**config.mk**
```make
export PLATFORM = sky130hd
export DESIGN_NAME = mstr_ll_top
export DESIGN_NICKNAME = d
export VERILOG_FILES = /design/src/hdl/mstr_ll_pkg.sv /design/src/hdl/blk_link_ram.sv /design/src/hdl/fl_ctl.sv /design/src/hdl/ll_queues.sv /design/src/hdl/rl_queues.sv /design/src/hdl/ll_status_rd.sv /design/src/hdl/mstr_ll_top.sv
export VERILOG_INCLUDE_DIRS = /design/src /design/src/hdl
export SDC_FILE = /design/constraint.sdc
export NUM_CORES = 1
export LEC_CHECK = 0
export ABC_CLOCK_PERIOD_IN_PS = 2800
export BUFFER_PORTS_ARGS = -buffer_cell sky130_fd_sc_hd__buf_2
export CAP_MARGIN = 10
export CORE_MARGIN = 1.5
export CORE_UTILIZATION = 55
export CTS_CLUSTER_SIZE = 10
export DETAILED_ROUTE_END_ITERATION = 8
export PLACE_DENSITY = 0.74
export SYNTH_ARGS = -nofsm -noshare
export SYNTH_HDL_FRONTEND = slang
export SYNTH_SLANG_ARGS = --single-unit
```
**constraint.sdc**
```tcl
create_clock -name prim_nonflr_clk -period 2.8 [get_ports prim_nonflr_clk]
set_input_delay 0.28 -clock prim_nonflr_clk [delete_from_list [all_inputs] [get_ports prim_nonflr_clk]]
set_output_delay 0.28 -clock prim_nonflr_clk [all_outputs]
set_load 0.05 [all_outputs]
```
**src/hdl/mstr_ll_cfg.svh**
```systemverilog
//----------------------------------------------------------
// Sizing of the block manager: pool depth, list counts and
// pointer widths. Include wherever a module needs the sizes.
//----------------------------------------------------------
`ifndef MSTR_LL_CFG_SVH
`define MSTR_LL_CFG_SVH

// Block pool
`define MSTR_FL_DEPTH  16      // Buffer blocks in the pool
`define MSTR_PTR_W     4       // Block pointer width
`define MSTR_CNT_W     5       // FL count, 0 to depth inclusive

// Per-queue lists
`define MSTR_NUM_LLS   4
`define MSTR_LL_IDX_W  2

// Request lists, one per request type
`define MSTR_NUM_RLS   3
`define MSTR_RL_IDX_W  2       // Index 3 unused

// Readback word: valid, head, tail
`define MSTR_STATUS_W  9

`endif

```
**src/hdl/mstr_ll_pkg.sv**
```systemverilog
//----------------------------------------------------------
// Types shared by the block manager modules. Modules pull
// these in with a wildcard import in their header.
//----------------------------------------------------------
`default_nettype none

`include "mstr_ll_cfg.svh"

package mstr_ll_pkg;

  // Pointer to one buffer block
  typedef logic [`MSTR_PTR_W-1:0]    blk_ptr_t;

  // FL occupancy, needs one bit above the pointer
  typedef logic [`MSTR_CNT_W-1:0]    fl_cnt_t;

  // List selectors
  typedef logic [`MSTR_LL_IDX_W-1:0] ll_idx_t;
  typedef logic [`MSTR_RL_IDX_W-1:0] rl_idx_t;

  // Readback word, {valid, head, tail} or a zero-extended link
  typedef logic [`MSTR_STATUS_W-1:0] ll_status_t;

endpackage

`default_nettype wire

```
**src/hdl/blk_link_ram.sv**
```systemverilog
//----------------------------------------------------------
// Next-pointer array shared by the FL, LL and RL chains.
// One link write port per list controller, four async reads.
//----------------------------------------------------------
`timescale 1ns/1ps
`default_nettype none

`include "mstr_ll_cfg.svh"

module blk_link_ram
  import mstr_ll_pkg::*;
(
   input  wire logic      prim_nonflr_clk
  ,input  wire logic      prim_gated_rst_b
  ,input  wire logic      fl_wr            // Link at FL tail
  ,input  wire blk_ptr_t  fl_wr_addr
  ,input  wire blk_ptr_t  fl_wr_data
  ,input  wire logic      ll_wr            // Link at LL tail
  ,input  wire blk_ptr_t  ll_wr_addr
  ,input  wire blk_ptr_t  ll_wr_data
  ,input  wire logic      rl_wr            // Link at RL tail
  ,input  wire blk_ptr_t  rl_wr_addr
  ,input  wire blk_ptr_t  rl_wr_data
  ,input  wire blk_ptr_t  fl_rd_addr
  ,input  wire blk_ptr_t  ll_rd_addr
  ,input  wire blk_ptr_t  rl_rd_addr
  ,input  wire blk_ptr_t  st_rd_addr
  ,output blk_ptr_t       fl_rd_next
  ,output blk_ptr_t       ll_rd_next
  ,output blk_ptr_t       rl_rd_next
  ,output blk_ptr_t       st_rd_next
);

  blk_ptr_t link_q [`MSTR_FL_DEPTH];   // Next pointer per block

  // Reset builds the initial FL chain 0 -> 1 -> .. -> 15
  always_ff @(posedge prim_nonflr_clk or negedge prim_gated_rst_b) begin
    if (!prim_gated_rst_b) begin
      for (int i = 0; i < `MSTR_FL_DEPTH; i++) begin
        link_q[i] <= blk_ptr_t'((i + 1) % `MSTR_FL_DEPTH);  // Last wraps to 0
      end
    end else begin
      if (fl_wr) link_q[fl_wr_addr] <= fl_wr_data;
      if (ll_wr) link_q[ll_wr_addr] <= ll_wr_data;
      if (rl_wr) link_q[rl_wr_addr] <= rl_wr_data;
    end
  end

  assign fl_rd_next = link_q[fl_rd_addr];   // Current links, no bypass
  assign ll_rd_next = link_q[ll_rd_addr];
  assign rl_rd_next = link_q[rl_rd_addr];
  assign st_rd_next = link_q[st_rd_addr];   // Register readback

  // Tails of three disjoint lists, so never the same block
  a_link_wr_unique : assert property (@(posedge prim_nonflr_clk)
    disable iff (!prim_gated_rst_b)
    !(fl_wr && ll_wr && (fl_wr_addr == ll_wr_addr)) &&
    !(fl_wr && rl_wr && (fl_wr_addr == rl_wr_addr)) &&
    !(ll_wr && rl_wr && (ll_wr_addr == rl_wr_addr)))
    else $error("link writes collide on one block");

endmodule

`default_nettype wire

```
**src/hdl/fl_ctl.sv**
```systemverilog
//----------------------------------------------------------
// Free list controller: head, tail, occupancy and flags.
// Pops feed the LLs, pushes return blocks that left an RL.
//----------------------------------------------------------
`timescale 1ns/1ps
`default_nettype none

`include "mstr_ll_cfg.svh"

module fl_ctl
  import mstr_ll_pkg::*;
(
   input  wire logic      prim_nonflr_clk
  ,input  wire logic      prim_gated_rst_b
  ,input  wire logic      fl2ll_v          // Pop head
  ,input  wire logic      fl_push          // Push at tail
  ,input  wire blk_ptr_t  fl_push_ptr
  ,input  wire blk_ptr_t  fl_limit         // Almost-empty limit
  ,input  wire blk_ptr_t  fl_next          // Link of head block
  ,output blk_ptr_t       fl_hptr
  ,output fl_cnt_t        fl_cnt
  ,output logic           fl_empty
  ,output logic           fl_aempty        // Count <= limit
  ,output logic           fl_full
  ,output logic           fl_wr
  ,output blk_ptr_t       fl_wr_addr
  ,output blk_ptr_t       fl_wr_data
  ,output blk_ptr_t       fl_rd_addr
);

  blk_ptr_t tptr_q;
  blk_ptr_t hptr_next;
  blk_ptr_t tptr_next;
  fl_cnt_t  cnt_next;
  logic     emptying;

  // Empty now, or last block leaves this cycle
  assign emptying = fl_empty | (fl2ll_v & (fl_cnt == fl_cnt_t'(1)));

  // Push links behind the tail unless it becomes the head
  assign fl_wr      = fl_push & ~emptying;
  assign fl_wr_addr = tptr_q;
  assign fl_wr_data = fl_push_ptr;
  assign fl_rd_addr = fl_hptr;

  //----------------------------------------------------------
  // Next state, pop applied before push
  always_comb begin
    hptr_next = fl_hptr;
    tptr_next = tptr_q;
    cnt_next  = fl_cnt;
    if (fl2ll_v) begin
      hptr_next = fl_next;                 // Follow link
      cnt_next  = cnt_next - fl_cnt_t'(1);
    end
    if (fl_push) begin
      tptr_next = fl_push_ptr;
      cnt_next  = cnt_next + fl_cnt_t'(1);
      if (emptying) hptr_next = fl_push_ptr;   // Sole block
    end
  end

  always_ff @(posedge prim_nonflr_clk or negedge prim_gated_rst_b) begin
    if (!prim_gated_rst_b) begin
      fl_hptr   <= '0;
      tptr_q    <= blk_ptr_t'(`MSTR_FL_DEPTH - 1);
      fl_cnt    <= fl_cnt_t'(`MSTR_FL_DEPTH);   // Whole pool free
      fl_empty  <= 1'b0;
      fl_aempty <= 1'b0;
      fl_full   <= 1'b1;
    end else begin
      fl_hptr   <= hptr_next;
      tptr_q    <= tptr_next;
      fl_cnt    <= cnt_next;
      fl_empty  <= (cnt_next == '0);
      fl_aempty <= (cnt_next <= fl_cnt_t'(fl_limit));
      fl_full   <= (cnt_next == fl_cnt_t'(`MSTR_FL_DEPTH));
    end
  end

  a_fl_no_underflow : assert property (@(posedge prim_nonflr_clk)
    disable iff (!prim_gated_rst_b) fl2ll_v |-> !fl_empty)
    else $error("FL pop while empty");

  a_fl_no_overflow : assert property (@(posedge prim_nonflr_clk)
    disable iff (!prim_gated_rst_b) fl_push |-> !fl_full)
    else $error("FL push while full");

endmodule

`default_nettype wire

```
**src/hdl/ll_queues.sv**
```systemverilog
//----------------------------------------------------------
// Per-queue lists. FL blocks are pushed at a tail, heads are
// popped toward an RL or discarded.
//----------------------------------------------------------
`timescale 1ns/1ps
`default_nettype none

`include "mstr_ll_cfg.svh"

module ll_queues
  import mstr_ll_pkg::*;
(
   input  wire logic                         prim_nonflr_clk
  ,input  wire logic                         prim_gated_rst_b
  ,input  wire logic                         fl2ll_v        // Push FL head block
  ,input  wire ll_idx_t                      fl2ll_ll
  ,input  wire blk_ptr_t                     fl_hptr
  ,input  wire logic                         ll2rl_v        // Pop toward an RL
  ,input  wire ll_idx_t                      ll2rl_ll
  ,input  wire logic                         ll2db_v        // Pop and drop
  ,input  wire ll_idx_t                      ll2db_ll
  ,input  wire blk_ptr_t                     ll_next        // Link of popped head
  ,output logic [`MSTR_NUM_LLS-1:0]          ll_v
  ,output blk_ptr_t [`MSTR_NUM_LLS-1:0]      ll_hptr
  ,output blk_ptr_t [`MSTR_NUM_LLS-1:0]      ll_tptr
  ,output blk_ptr_t                          pop_ptr        // Block leaving an LL
  ,output logic                              ll_wr
  ,output blk_ptr_t                          ll_wr_addr
  ,output blk_ptr_t                          ll_wr_data
  ,output blk_ptr_t                          ll_rd_addr
);

  logic                          pop_v;
  ll_idx_t                       pop_ll;
  logic                          pop_last;   // Popped list holds one block
  logic                          push_new;   // Push starts a fresh list
  logic [`MSTR_NUM_LLS-1:0]      v_next;
  blk_ptr_t [`MSTR_NUM_LLS-1:0]  hptr_next;
  blk_ptr_t [`MSTR_NUM_LLS-1:0]  tptr_next;

  assign pop_v    = ll2rl_v | ll2db_v;
  assign pop_ll   = ll2rl_v ? ll2rl_ll : ll2db_ll;
  assign pop_ptr  = ll_hptr[pop_ll];
  assign pop_last = (ll_hptr[pop_ll] == ll_tptr[pop_ll]);

  // Empty list, or its only block leaves this cycle
  assign push_new = !ll_v[fl2ll_ll] | (pop_v & (pop_ll == fl2ll_ll) & pop_last);

  assign ll_wr      = fl2ll_v & ~push_new;    // Chain behind old tail
  assign ll_wr_addr = ll_tptr[fl2ll_ll];
  assign ll_wr_data = fl_hptr;
  assign ll_rd_addr = pop_ptr;

  //----------------------------------------------------------
  // Pop written first so a push to the same list overrides it
  always_comb begin
    v_next    = ll_v;
    hptr_next = ll_hptr;
    tptr_next = ll_tptr;
    if (pop_v) begin
      if (pop_last) v_next[pop_ll] = 1'b0;
      else hptr_next[pop_ll] = ll_next;
    end
    if (fl2ll_v) begin
      tptr_next[fl2ll_ll] = fl_hptr;
      if (push_new) begin
        v_next[fl2ll_ll]    = 1'b1;
        hptr_next[fl2ll_ll] = fl_hptr;
      end
    end
  end

  always_ff @(posedge prim_nonflr_clk or negedge prim_gated_rst_b) begin
    if (!prim_gated_rst_b) begin
      ll_v    <= '0;
      ll_hptr <= '0;
      ll_tptr <= '0;
    end else begin
      ll_v    <= v_next;
      ll_hptr <= hptr_next;
      ll_tptr <= tptr_next;
    end
  end

  a_ll_pop_valid : assert property (@(posedge prim_nonflr_clk)
    disable iff (!prim_gated_rst_b) pop_v |-> ll_v[pop_ll])
    else $error("LL pop on an empty list");

  a_ll_pop_excl : assert property (@(posedge prim_nonflr_clk)
    disable iff (!prim_gated_rst_b) !(ll2rl_v && ll2db_v))
    else $error("ll2rl and ll2db in one cycle");

endmodule

`default_nettype wire

```
**src/hdl/rl_queues.sv**
```systemverilog
//----------------------------------------------------------
// Request lists, one per request type. Fed from LL heads,
// drained when a request completes.
//----------------------------------------------------------
`timescale 1ns/1ps
`default_nettype none

`include "mstr_ll_cfg.svh"

module rl_queues
  import mstr_ll_pkg::*;
(
   input  wire logic                         prim_nonflr_clk
  ,input  wire logic                         prim_gated_rst_b
  ,input  wire logic                         ll2rl_v        // Push popped LL block
  ,input  wire rl_idx_t                      ll2rl_rl
  ,input  wire blk_ptr_t                     pop_ptr
  ,input  wire logic                         rl2db_v        // Pop head
  ,input  wire rl_idx_t                      rl2db_rl
  ,input  wire blk_ptr_t                     rl_next        // Link of popped head
  ,output logic [`MSTR_NUM_RLS-1:0]          rl_v
  ,output blk_ptr_t [`MSTR_NUM_RLS-1:0]      rl_hptr
  ,output blk_ptr_t [`MSTR_NUM_RLS-1:0]      rl_tptr
  ,output logic                              rl_wr
  ,output blk_ptr_t                          rl_wr_addr
  ,output blk_ptr_t                          rl_wr_data
  ,output blk_ptr_t                          rl_rd_addr
);

  logic                          pop_last;
  logic                          push_new;
  logic [`MSTR_NUM_RLS-1:0]      v_next;
  blk_ptr_t [`MSTR_NUM_RLS-1:0]  hptr_next;
  blk_ptr_t [`MSTR_NUM_RLS-1:0]  tptr_next;

  assign pop_last = (rl_hptr[rl2db_rl] == rl_tptr[rl2db_rl]);
  assign push_new = !rl_v[ll2rl_rl] | (rl2db_v & (rl2db_rl == ll2rl_rl) & pop_last);

  assign rl_wr      = ll2rl_v & ~push_new;
  assign rl_wr_addr = rl_tptr[ll2rl_rl];
  assign rl_wr_data = pop_ptr;
  assign rl_rd_addr = rl_hptr[rl2db_rl];

  always_comb begin
    v_next    = rl_v;
    hptr_next = rl_hptr;
    tptr_next = rl_tptr;
    if (rl2db_v) begin
      if (pop_last) v_next[rl2db_rl] = 1'b0;   // Drained
      else hptr_next[rl2db_rl] = rl_next;
    end
    if (ll2rl_v) begin
      tptr_next[ll2rl_rl] = pop_ptr;
      if (push_new) begin
        v_next[ll2rl_rl]    = 1'b1;
        hptr_next[ll2rl_rl] = pop_ptr;
      end
    end
  end

  always_ff @(posedge prim_nonflr_clk or negedge prim_gated_rst_b) begin
    if (!prim_gated_rst_b) begin
      rl_v    <= '0;
      rl_hptr <= '0;
      rl_tptr <= '0;
    end else begin
      rl_v    <= v_next;
      rl_hptr <= hptr_next;
      rl_tptr <= tptr_next;
    end
  end

  a_rl_pop_valid : assert property (@(posedge prim_nonflr_clk)
    disable iff (!prim_gated_rst_b) rl2db_v |-> rl_v[rl2db_rl])
    else $error("RL pop on an empty list");

endmodule

`default_nettype wire

```
**src/hdl/ll_status_rd.sv**
```systemverilog
//----------------------------------------------------------
// Register readback of list and link state. A rising read
// bit loads status, block read first, then RL, then LL.
//----------------------------------------------------------
`timescale 1ns/1ps
`default_nettype none

`include "mstr_ll_cfg.svh"

module ll_status_rd
  import mstr_ll_pkg::*;
(
   input  wire logic                         prim_nonflr_clk
  ,input  wire logic                         prim_gated_rst_b
  ,input  wire logic                         rd_ll
  ,input  wire logic                         rd_rl
  ,input  wire logic                         rd_blk
  ,input  wire blk_ptr_t                     rd_ptr         // List or block number
  ,input  wire logic [`MSTR_NUM_LLS-1:0]     ll_v
  ,input  wire blk_ptr_t [`MSTR_NUM_LLS-1:0] ll_hptr
  ,input  wire blk_ptr_t [`MSTR_NUM_LLS-1:0] ll_tptr
  ,input  wire logic [`MSTR_NUM_RLS-1:0]     rl_v
  ,input  wire blk_ptr_t [`MSTR_NUM_RLS-1:0] rl_hptr
  ,input  wire blk_ptr_t [`MSTR_NUM_RLS-1:0] rl_tptr
  ,input  wire blk_ptr_t                     st_rd_next
  ,output blk_ptr_t                          st_rd_addr
  ,output ll_status_t                        status
);

  logic [2:0] rd_q;          // {blk, rl, ll} last cycle
  ll_idx_t    ll_sel;
  rl_idx_t    rl_sel;
  ll_status_t status_next;

  assign ll_sel     = rd_ptr[`MSTR_LL_IDX_W-1:0];
  assign rl_sel     = rd_ptr[`MSTR_RL_IDX_W-1:0];
  assign st_rd_addr = rd_ptr;

  always_comb begin
    status_next = status;    // Hold without a fresh edge
    if (rd_blk & ~rd_q[2]) begin
      status_next = {{(`MSTR_STATUS_W-`MSTR_PTR_W){1'b0}}, st_rd_next};
    end else if (rd_rl & ~rd_q[1]) begin
      status_next = '0;      // Unused RL index reads zero
      if (rl_sel < `MSTR_NUM_RLS) status_next = {rl_v[rl_sel], rl_hptr[rl_sel], rl_tptr[rl_sel]};
    end else if (rd_ll & ~rd_q[0]) begin
      status_next = {ll_v[ll_sel], ll_hptr[ll_sel], ll_tptr[ll_sel]};
    end
  end

  always_ff @(posedge prim_nonflr_clk or negedge prim_gated_rst_b) begin
    if (!prim_gated_rst_b) begin
      rd_q   <= '0;
      status <= '0;
    end else begin
      rd_q   <= {rd_blk, rd_rl, rd_ll};
      status <= status_next;
    end
  end

endmodule

`default_nettype wire

```
**src/hdl/mstr_ll_top.sv**
```systemverilog
//----------------------------------------------------------
// Block manager top. Connects the free list, the LL and RL
// controllers, the shared link array and the readback.
//----------------------------------------------------------
`timescale 1ns/1ps
`default_nettype none

`include "mstr_ll_cfg.svh"

module mstr_ll_top
  import mstr_ll_pkg::*;
(
   input  wire logic                         prim_nonflr_clk
  ,input  wire logic                         prim_gated_rst_b
  ,input  wire logic                         fl2ll_v
  ,input  wire ll_idx_t                      fl2ll_ll
  ,input  wire logic                         ll2rl_v
  ,input  wire ll_idx_t                      ll2rl_ll
  ,input  wire rl_idx_t                      ll2rl_rl
  ,input  wire logic                         ll2db_v
  ,input  wire ll_idx_t                      ll2db_ll
  ,input  wire logic                         rl2db_v
  ,input  wire rl_idx_t                      rl2db_rl
  ,input  wire logic                         fl_push
  ,input  wire blk_ptr_t                     fl_push_ptr
  ,input  wire blk_ptr_t                     fl_limit
  ,input  wire logic                         rd_ll
  ,input  wire logic                         rd_rl
  ,input  wire logic                         rd_blk
  ,input  wire blk_ptr_t                     rd_ptr
  ,output blk_ptr_t                          fl_hptr
  ,output fl_cnt_t                           fl_cnt
  ,output logic                              fl_empty
  ,output logic                              fl_aempty
  ,output logic                              fl_full
  ,output logic [`MSTR_NUM_LLS-1:0]          ll_v
  ,output blk_ptr_t [`MSTR_NUM_LLS-1:0]      ll_hptr
  ,output logic [`MSTR_NUM_RLS-1:0]          rl_v
  ,output blk_ptr_t [`MSTR_NUM_RLS-1:0]      rl_hptr
  ,output ll_status_t                        status
);

  // Link array ports
  logic     fl_wr, ll_wr, rl_wr;
  blk_ptr_t fl_wr_addr, fl_wr_data, fl_rd_addr, fl_next;
  blk_ptr_t ll_wr_addr, ll_wr_data, ll_rd_addr, ll_next;
  blk_ptr_t rl_wr_addr, rl_wr_data, rl_rd_addr, rl_next;
  blk_ptr_t st_rd_addr, st_rd_next;

  blk_ptr_t                      pop_ptr;    // LL head moving out
  blk_ptr_t [`MSTR_NUM_LLS-1:0]  ll_tptr;
  blk_ptr_t [`MSTR_NUM_RLS-1:0]  rl_tptr;

  fl_ctl u_fl_ctl (.*, .fl_next(fl_next));

  ll_queues u_ll_queues (.*, .ll_next(ll_next));

  rl_queues u_rl_queues (.*, .rl_next(rl_next));

  blk_link_ram u_blk_link_ram (
     .*
    ,.fl_rd_next (fl_next)
    ,.ll_rd_next (ll_next)
    ,.rl_rd_next (rl_next)
    ,.st_rd_next (st_rd_next)
  );

  ll_status_rd u_ll_status_rd (.*);

endmodule

`default_nettype wire

```
### Word-level counts from Yosys, hierarchy flattened

Index checks and enable logic that the tools add are counted.

* register bits after elaboration: 155
* bits of input ports: 32
* output and inout bits: 56
* word-level logic and storage cells: 214

* add/sub/neg operators: 2
* order comparisons: 21
* eq/ne operators: 6
* muxes and demuxes: 100
* bitwise logic cells: 34
* reduce and logical (&&, ||, !) cells: 11

Operators with widths (number)
* bitwise mux 64 bit: 3
* two-way mux 64 bit: 3
* two-way mux 4 bit: 32
* binary-select mux 4 bit (select 2 bit): 10
* binary-select mux 4 bit (select 4 bit): 4
* two-way mux 16 bit: 4
* bitwise mux 16 bit: 3
* demux 4 bit (select 4 bit): 3
* two-way mux 12 bit: 4
* bitwise mux 12 bit: 3
* two-way mux 9 bit: 4
* >= comparator 5 bit (second input constant): 7
* NOT 4 -> 5 bit: 7
* demux 4 bit (select 2 bit): 4
* less-than comparator 2 x 3 -> 1 bit (second input constant): 5
* less-than comparator 5 x 1 -> 1 bit (second input constant): 3
* two-way mux 3 bit: 4
* bitwise AND 1 bit: 11
* two-way mux 5 bit: 2
* binary-select mux 1 bit (select 2 bit): 4
* demux 1 bit (select 2 bit): 4
* == test 4 bit: 2
* >= comparator 2 x 1 -> 1 bit (second input constant): 4
* two-way mux 1 bit: 8
* other kinds (20): 36

### Depth between registers and ports, before layout

Gate-level depths: netlist of run 1.

* depth after elaboration: 13
* gate-level depth with buffers: 15

### Cells and area by module

Synthesis of run 1 repeated with hierarchy kept, for this count alone.

* cell total of the unflattened synthesis: 1167
* area total of the unflattened synthesis: 12004.0 sq um

By module, submodules not included
* blk_link_ram: instances 1, cells each 621, area an instance 5850.6 sq um
* ll_queues: instances 1, cells each 214, area an instance 2431.1 sq um
* rl_queues: instances 1, cells each 137, area an instance 1634.1 sq um
* fl_ctl: instances 1, cells each 105, area an instance 1054.8 sq um
* ll_status_rd: instances 1, cells each 90, area an instance 1033.5 sq um

### Worst setup path after synthesis of run 1

No wires, ideal clock.

* path type: reg2reg
* from: register u_fl_ctl.fl_cnt[0]
* to: register u_fl_ctl.fl_aempty
* setup time: 72 ps
* arrival time: 2633 ps
* required time: 2728 ps
* slack: 95 ps
* cell stages (with the launch flop): 16
* buffers on the path: 0
* period minus slack after synthesis: 2705 ps
* cell sequence: dfrtp_1 > inv_1 > ha_1 > nand2_1 > o21ai_0 > inv_1 > ha_1 > nand2_1 > o21ai_0 > ha_1 > nor2b_1 > o21ai_0 > nand2b_1 > a21oi_1 > a41oi_1 > nor2_1

* cells in the longest elaborated chain, start to end: 5

Ends and longest elaborated chain
* start, declared: line fl_ctl.sv:21 `,output fl_cnt_t fl_cnt`
* start signal, assigned: line fl_ctl.sv:67 `` fl_cnt <= fl_cnt_t'(`MSTR_FL_DEPTH); ``
* start signal, assigned: line fl_ctl.sv:74 `fl_cnt <= cnt_next;`
* subtractor 5 x 1 -> 5 bit: line fl_ctl.sv:54 `cnt_next = cnt_next - fl_cnt_t'(1);`
* two-way mux 5 bit *: line fl_ctl.sv:52 `if (fl2ll_v) begin`
* adder 5 x 1 -> 5 bit: line fl_ctl.sv:58 `cnt_next = cnt_next + fl_cnt_t'(1);`
* two-way mux 5 bit *: line fl_ctl.sv:56 `if (fl_push) begin`
* via u_fl_ctl.cnt_next[1]: line fl_ctl.sv:34 `fl_cnt_t cnt_next;`
* <= comparator 5 x 4 -> 1 bit *: line fl_ctl.sv:76 `fl_aempty <= (cnt_next <= fl_cnt_t'(fl_limit));`
* end signal, assigned: line fl_ctl.sv:76
* end, declared: line fl_ctl.sv:23 `,output logic fl_aempty`

The timed path passes the listed nets; every way through them passes the cells marked *.
A chain may end at the register's enable or synchronous reset.

### Worst setup path in the final report of run 1

* from: register u_rl_queues.rl_hptr[11] (netlist bit)
* to: register u_blk_link_ram.link_q[47] (netlist bit)

* cells in the longest elaborated chain, start to end: 8

Ends and longest elaborated chain
* start, declared: line rl_queues.sv:22 `` ,output blk_ptr_t [`MSTR_NUM_RLS-1:0] rl_hptr ``
* start signal, assigned: line rl_queues.sv:68 `rl_hptr <= hptr_next;`
* binary-select mux 4 bit (select 2 bit): line rl_queues.sv:36 `assign pop_last = (rl_hptr[rl2db_rl] == rl_tptr[rl2db_rl]);`
* two-way mux 4 bit (not written as such): line rl_queues.sv:36
* == test 4 bit: line rl_queues.sv:36
* bitwise AND 1 bit: line rl_queues.sv:37 `assign push_new = !rl_v[ll2rl_rl] | (rl2db_v & (rl2db_rl == ll2rl_rl) & pop_last);`
* OR 1 bit: line rl_queues.sv:37
* NOT 1 bit: line rl_queues.sv:39 `assign rl_wr = ll2rl_v & ~push_new;`
* bitwise AND 1 bit: line rl_queues.sv:39
* two-way mux 64 bit: line blk_link_ram.sv:45 `if (rl_wr) link_q[rl_wr_addr] <= rl_wr_data;`
* end signal, assigned by index: line blk_link_ram.sv:43 `if (fl_wr) link_q[fl_wr_addr] <= fl_wr_data;`
* end signal, assigned by index: line blk_link_ram.sv:44 `if (ll_wr) link_q[ll_wr_addr] <= ll_wr_data;`
* end signal, assigned by index: line blk_link_ram.sv:45
* end, declared: line blk_link_ram.sv:34 `` blk_ptr_t link_q [`MSTR_FL_DEPTH]; ``

Every way passes these cells. The select of a mux whose other input is x is not followed.

==> impl_metrics.yaml, run 1 <==
die:
  io_pins: 88
  core_area_um2: 21900
  rows: 54
  fp.dieW_um: 152
  dieArea_um2: 23200
  initial_core_util: 0.561
  die_y_um: 152
worst_hold_path:
  worstHoldEndpoint: "u_ll_queues.ll_v[0]$_DFF_PN0_"
  hp-start: "ll2db_v"
  hold_path_class: "primary input to flip-flop"
  min_path_cells: 4
timing:
  timing_hold_violations_final: 0
  rsz0062_at_grt: "no"
  fmax_ghz: 0.384
  maxSlewHeadroom: 0.499
  worst_pin_slew_ns: 0.752
  period_needed_ns: 2.60
  slew_viol_final: 0
  fin_skew_ns: 0.00982
  period_share: 0.929
  finalSetupViolations: 0
grt:
  antenna_found_initial: 0
  grt_pass1_wl_mm: 59.3
  grt_use_total: 0.331
  grt_overflow_total: 0
  grt_max_degree: 71
  first_global_vias: 9977
setup_path:
  crit_path_start: "u_rl_queues.rl_hptr[11]$_DFF_PN0_"
  end_kind: "flip-flop"
  reg2reg_depth: 8
  required_ns: 3.16
  cp.arrival_ns: 2.96
  rr_endpoint: "u_blk_link_ram.link_q[47]$_DFF_PN0_"
  timing.reg2reg.setup_slack_ns: 0.20
  start_kind: "flip-flop"
  crit_fanout: 19
  timing.rr.start: "u_rl_queues.rl_hptr[11]$_DFF_PN0_"
  worstSetupPathType: "flip-flop to flip-flop"
logic_synthesis:
  syn-num-nets: 1143
  synth_most_common_cell: "mux2i_1"
  avgSynthCellArea_um2: 11.1
  synth_top_flop_cell: "dfrtp_1"
  yosysUniqueCellTypes: 63
  synth_edf_count: 0
  ys_ff_latch: 155
  netlist_area_um2: 12300
  ys_seq_area_frac: 0.320
  ys_async_sr_fraction: 1.00
  yosys.area.top_type: "dfrtp_1"
  synthCells: 1104
  synth_top_area_frac: 0.238
  yosys_warnings: 0
  yosys-top-cells-area: "dfrtp_1 24%, mux2i_1 21%, mux2_2 9.9%"
  synth_common_cells: "259 x mux2i_1, 117 x dfrtp_1, 108 x mux2_2"
power_and_ir_drop:
  pwr-share-clk: 0.151
  intPower_w: 0.00881
  power_w: 0.0167
  powerDensity_nw_per_um2: 1190
  power_frac_comb: 0.557
  p_leak_nw: 6.06
  p_sw_frac: 0.473
  peakVddDrop_mv: 0.833
  switching_power_w: 0.00790
  power_frac_seq: 0.292
clock_network:
  clkTransAtPathRegs_ns: 0.07
  clockBufferDepth: 2
  tritoncts.num_buffers: 17
  clkLatencyLatePin_ns: 0.44
  clock_sink_count: 155
  htree_levels: 4
  root_buffer: "clkbuf_16"
  tritoncts: "yes"
drt:
  ant_nets: 0
  vias_per_cell: 6.65
  wl_per_cell_um: 25.9
  wirelength_mm: 38.7
  vias: 9963
  drt_iter0_drc: 1242
  dr.pass1.iters: 5
  drc_errors: 0
place:
  placed_cell_area_um2: 13300
  dp_hpwl_mm: 27.2
  gp_congestion: 0.982
  portBuffers: 87
layout:
  n_fill_cell: 1731
  multi_input_area_um2: 7920
  seq_area_um2: 3930
  final_util: 0.644
  area_delta_synth_final_pct: 14.7
  n_antenna_cell: 0
  drive_above_1_share: 0.357
  fin_area_um2: 14100
  final_nets: 1244
flow_run:
  drv_cap: 0
outcome:
  status: "finished, final reports clean"
## power by group through the flow
stage          clock network (W)  registers (W)  logic [W]
6_report                 0.00252        0.00488    0.00931
3_5_place_dp                   0        0.00481    0.00910
4_1_cts                  0.00254        0.00479    0.00917
5_1_grt                  0.00262        0.00495    0.00982
2_1_floorplan                  0        0.00540    0.00557
3_3_place_gp                   0        0.00475    0.00892
## through the flow
step	cells	setup TNS, ns	setup slack [ns]	hold WS, ns
2_1_floorplan	1104	0	0.0952	-0.0156
3_3_place_gp	1453	0	0.0287	0.352
5_1_grt	1498	0	0.00178	0.301
6_report	1498	0	0.199	0.271
4_1_cts	1489	0	0.00998	0.254
3_5_place_dp	1453	-0.268	-0.0410	0.360
## worst max-delay path: stages (launching register included)
cell and delay (ns):
dfrtp_1 0.43, mux2i_1 0.27, o2bb2ai_2 0.14, xor2_1 0.18, nor4_2 0.31, and2_2 0.25, nand3_4 0.26, nand4_1 0.42
mux2i_1 0.24
## how the worst max path moves through the flow
stage	endpoint	slack [ns]	cells past startpoint
final	u_blk_link_ram.link_q[47]$_DFF_PN0_	0.20	8
after global routing	u_fl_ctl.fl_aempty$_DFF_PN0_	0.002	15
after CTS	u_blk_link_ram.link_q[1]$_DFF_PN0_	0.01	8
after detailed placement	u_blk_link_ram.link_q[26]$_DFF_PN0_	-0.04	10
after global placement	u_blk_link_ram.link_q[24]$_DFF_PN0_	0.03	10
after floorplan	u_fl_ctl.fl_aempty$_DFF_PN0_	0.1	15
## kinds of logic after synthesis
kind of cell	share of synthesized area
AOI/OAI and AO/OA	0.0723
adders and majority gates	0.00713
and+or+nand+nor	0.127
muxes	0.414
DFF	0.320
xor gates and xnor gates	0.0221
buffers and inverters	0.0381
## cell usage in the layout, fill, tap and decap left out, types with 23 or more instances in the layout
cell type | synthesis | final
buf_2 | 19 | 86
o21ai_1 | 25 | 23
xnor2_1 | 24 | 24
and2_1 | 23 | 23
mux4_2 | 51 | 51
dfstp_2 | 38 | 38
o21ai_0 | 28 | 27
mux2_2 | 108 | 108
nor2_1 | 48 | 48
buf_4 | 5 | 58
mux2i_1 | 259 | 259
nand2_1 | 74 | 74
dfrtp_1 | 117 | 115
a21oi_1 | 29 | 29
## sequential cells by signal, summed over array words and instances, names as in the netlist
signal,flops
u_blk_link_ram.link_q,64
u_fl_ctl.fl_aempty,1
u_fl_ctl.fl_cnt,5
u_fl_ctl.fl_empty,1
u_fl_ctl.fl_full,1
u_fl_ctl.fl_hptr,4
u_fl_ctl.fl_wr_addr,4
u_ll_queues.ll_hptr,16
u_ll_queues.ll_tptr,16
u_ll_queues.ll_v,4
u_ll_status_rd.rd_q,3
u_ll_status_rd.status,9
u_rl_queues.rl_hptr,12
u_rl_queues.rl_tptr,12
u_rl_queues.rl_v,3
## cell type report
cell class / count / share of cell area
flip-flops and latches: 155 / 0.279
repair buffers: 163 / 0.0850
inverters: 20 / 0.00533
well taps: 280 / 0.0249
clock buffers: 18 / 0.0312
clock inverters: 14 / 0.0131
multi-input cells: 848 / 0.562
## timing repair
item	in CTS	in global routing
buffers inserted	0	9
hold buffers	4	0
endpoints found under the setup margin	0	61
gates resized for setup	0	2
endpoints found under the hold margin	60	0
## routing by layer
metal | GRT usage | share of wire | vias to the layer above
li1 | - | - | 4297
met3 | 0.0674 | 0.092 | 91
met1 | 0.448 | 0.41 | 5027
met2 | 0.523 | 0.46 | 548
met5 | 0 | 0 | -
met4 | 0.133 | 0.034 | 0
Note: power is estimated with default switching activity, not from simulation.
==> inputs of run 2 (changes only) <==
--- a/config.mk
+++ b/config.mk
@@ -14,6 +14,7 @@
 export CTS_CLUSTER_SIZE = 10
 export DETAILED_ROUTE_END_ITERATION = 8
 export PLACE_DENSITY = 0.74
+export REMOVE_ABC_BUFFERS = 1
 export SYNTH_ARGS = -nofsm -noshare
 export SYNTH_HDL_FRONTEND = slang
 export SYNTH_SLANG_ARGS = --single-unit
==> run 2 against run 1 <==
Compared with the run above: sequential power increased by 3%; clock power decreased by 7%; design area is 1.2% lower; hold slack got worse by 0.0074 ns; die area unchanged; first-iteration DRC count shrank 17%; core utilization fell by 0.80 points; routed wire length decreased by 3.5%; clock skew rose by 0.0051 ns; critical path depth is 1 higher; global-route usage is 0.42 points lower; non-clock buffer count shrank 10; highest routed layer unchanged.
==> impl_metrics.yaml, run 2 (same netlist as run 1, synthesis figures left out) <==
place:
  placed_cell_area_um2: 13300
  portBuffers: 87
  gp_congestion: 0.978
  dp_hpwl_mm: 27.0
clock_network:
  tritoncts: "yes"
  clkTransAtPathRegs_ns: 0.08
  root_buffer: "clkbuf_16"
  tritoncts.num_buffers: 17
  htree_levels: 4
  clockBufferDepth: 2
  clock_sink_count: 155
  clkLatencyLatePin_ns: 0.44
drt:
  wirelength_mm: 37.4
  vias_per_cell: 6.59
  drt_iter0_drc: 1033
  vias: 9810
  drc_errors: 0
  ant_nets: 0
  dr.pass1.iters: 5
  wl_per_cell_um: 25.1
timing:
  fin_skew_ns: 0.0150
  period_needed_ns: 2.62
  worst_pin_slew_ns: 0.800
  slew_viol_final: 0
  timing_hold_violations_final: 0
  fmax_ghz: 0.381
  period_share: 0.937
  finalSetupViolations: 0
  maxSlewHeadroom: 0.467
  rsz0062_at_grt: "no"
power_and_ir_drop:
  p_leak_nw: 5.98
  power_w: 0.0163
  powerDensity_nw_per_um2: 1170
  peakVddDrop_mv: 0.820
layout:
  seq_area_um2: 3930
  final_cell_mix: "259 x mux2i_1, 115 x dfrtp_1, 108 x mux2_2, 86 x buf_2, 74 x nand2_1"
  reg_top3: "u_blk_link_ram.link_q: 64 flops, u_ll_queues.ll_hptr: 16 flops, u_ll_queues.ll_tptr: 16 flops"
  largest_register_ffs: 64
  final_nets: 1234
  area_delta_synth_final_pct: 13.3
  fin_area_um2: 13900
  multi_input_area_um2: 7920
  n_antenna_cell: 0
  n_fill_cell: 1759
  drive_above_1_share: 0.353
  mostFrequentLayoutCell: "mux2i_1"
  top_register: "u_blk_link_ram.link_q"
grt:
  grt_overflow_total: 0
  grt_use_total: 0.327
  met1_usage: 0.445
  grt.busiest_layer: "met2"
  antenna_found_initial: 1
  grt_pass1_wl_mm: 58.7
  met2_usage: 0.512
  use_met3: 0.0611
  grt_max_degree: 56
  first_global_vias: 9782
die:
  io_pins: 88
  rows: 54
  fp.dieW_um: 152
  die_y_um: 152
  initial_core_util: 0.561
  core_area_um2: 21900
  dieArea_um2: 23200
flow_run:
  drv_cap: 0
setup_path:
  cp.arrival_ns: 2.93
  worstSetupPathType: "flip-flop to flip-flop"
  crit_fanout: 17
  required_ns: 3.11
  end_kind: "flip-flop"
  start_kind: "flip-flop"
worst_hold_path:
  hold_path_class: "primary input to flip-flop"
outcome:
  status: "finished, final reports clean"
## run 2: metal layers
layer  up-vias  routed length (um)
li1       4276                   -
met1      4895               15600
met2       531               17000
met3       108                3130
met4         0                1700
met5         -                   0
## run 2: worst max-delay path, cell delays in order, from the launching register on
cell	delay [ns]
dfrtp_1	0.40
mux2i_1	0.16
o2bb2ai_4	0.20
buf_4	0.31
mux2i_1	0.28
mux2_2	0.18
o22ai_1	0.10
a221oi_1	0.50
mux2_2	0.27
mux2i_1	0.07
## run 2: path summary, 6_finish.rpt
| check | slack, ns | to | cells after the start | startpoint |
|---|---|---|---|---|
| worst max-delay path | 0.18 | u_rl_queues.rl_hptr[8]$_DFF_PN0_ | 9 | u_rl_queues.rl_hptr[8]$_DFF_PN0_ |
| worst min-delay path | 0.26 | u_fl_ctl.fl_cnt[1]$_DFF_PN0_ | 3 | fl_push |
| worst max register to register | 0.18 | u_rl_queues.rl_hptr[8]$_DFF_PN0_ | 9 | u_rl_queues.rl_hptr[8]$_DFF_PN0_ |
| worst min register to register | 0.49 | u_ll_status_rd.status[3]$_DFFE_PN0P_ | 2 | u_ll_status_rd.status[3]$_DFFE_PN0P_ |
| max in group asynchronous | 1.54 | u_blk_link_ram.link_q[42]$_DFF_PN1_ | 3 | prim_gated_rst_b |
| min in group asynchronous | 0.35 | u_rl_queues.rl_hptr[0]$_DFF_PN0_ | 2 | prim_gated_rst_b |
## run 2: repair_timing
item	CTS	global route
endpoints found under the hold margin	31	0
setup endpoints to repair	0	1
setup buffers	0	1
hold buffers	4	0
resized for setup	0	4
## run 2: power breakdown
| part | total, W | switching, W | internal (W) |
|---|---|---|---|
| sequential | 0.00502 | 0.00163 | 0.00339 |
| clock | 0.00235 | 0.00109 | 0.00126 |
| combinational | 0.00898 | 0.00513 | 0.00385 |
| total | 0.0163 | 0.00784 | 0.00850 |
## run 2: metrics by stage
step                worst slack, ns  utilization  std cells  setup TNS (ns)  hold WS [ns]
floorplan                    -0.860            -       1023          -16.17       -0.0156
global placement              0.118        0.607       1451               0         0.282
detailed placement           0.0361        0.607       1451               0         0.280
CTS                          0.0736        0.635       1487               0         0.273
global route                0.00371        0.636       1488               0         0.269
finish                        0.176        0.636       1488               0         0.264
## run 2: layout make-up
cell class	instances	area share
timing repair buffer	153	0.0761
sequential	155	0.282
inverter	20	0.00539
clock inverter	15	0.0112
tap	280	0.0252
multi-input combinational	848	0.569
clock buffer	17	0.0306
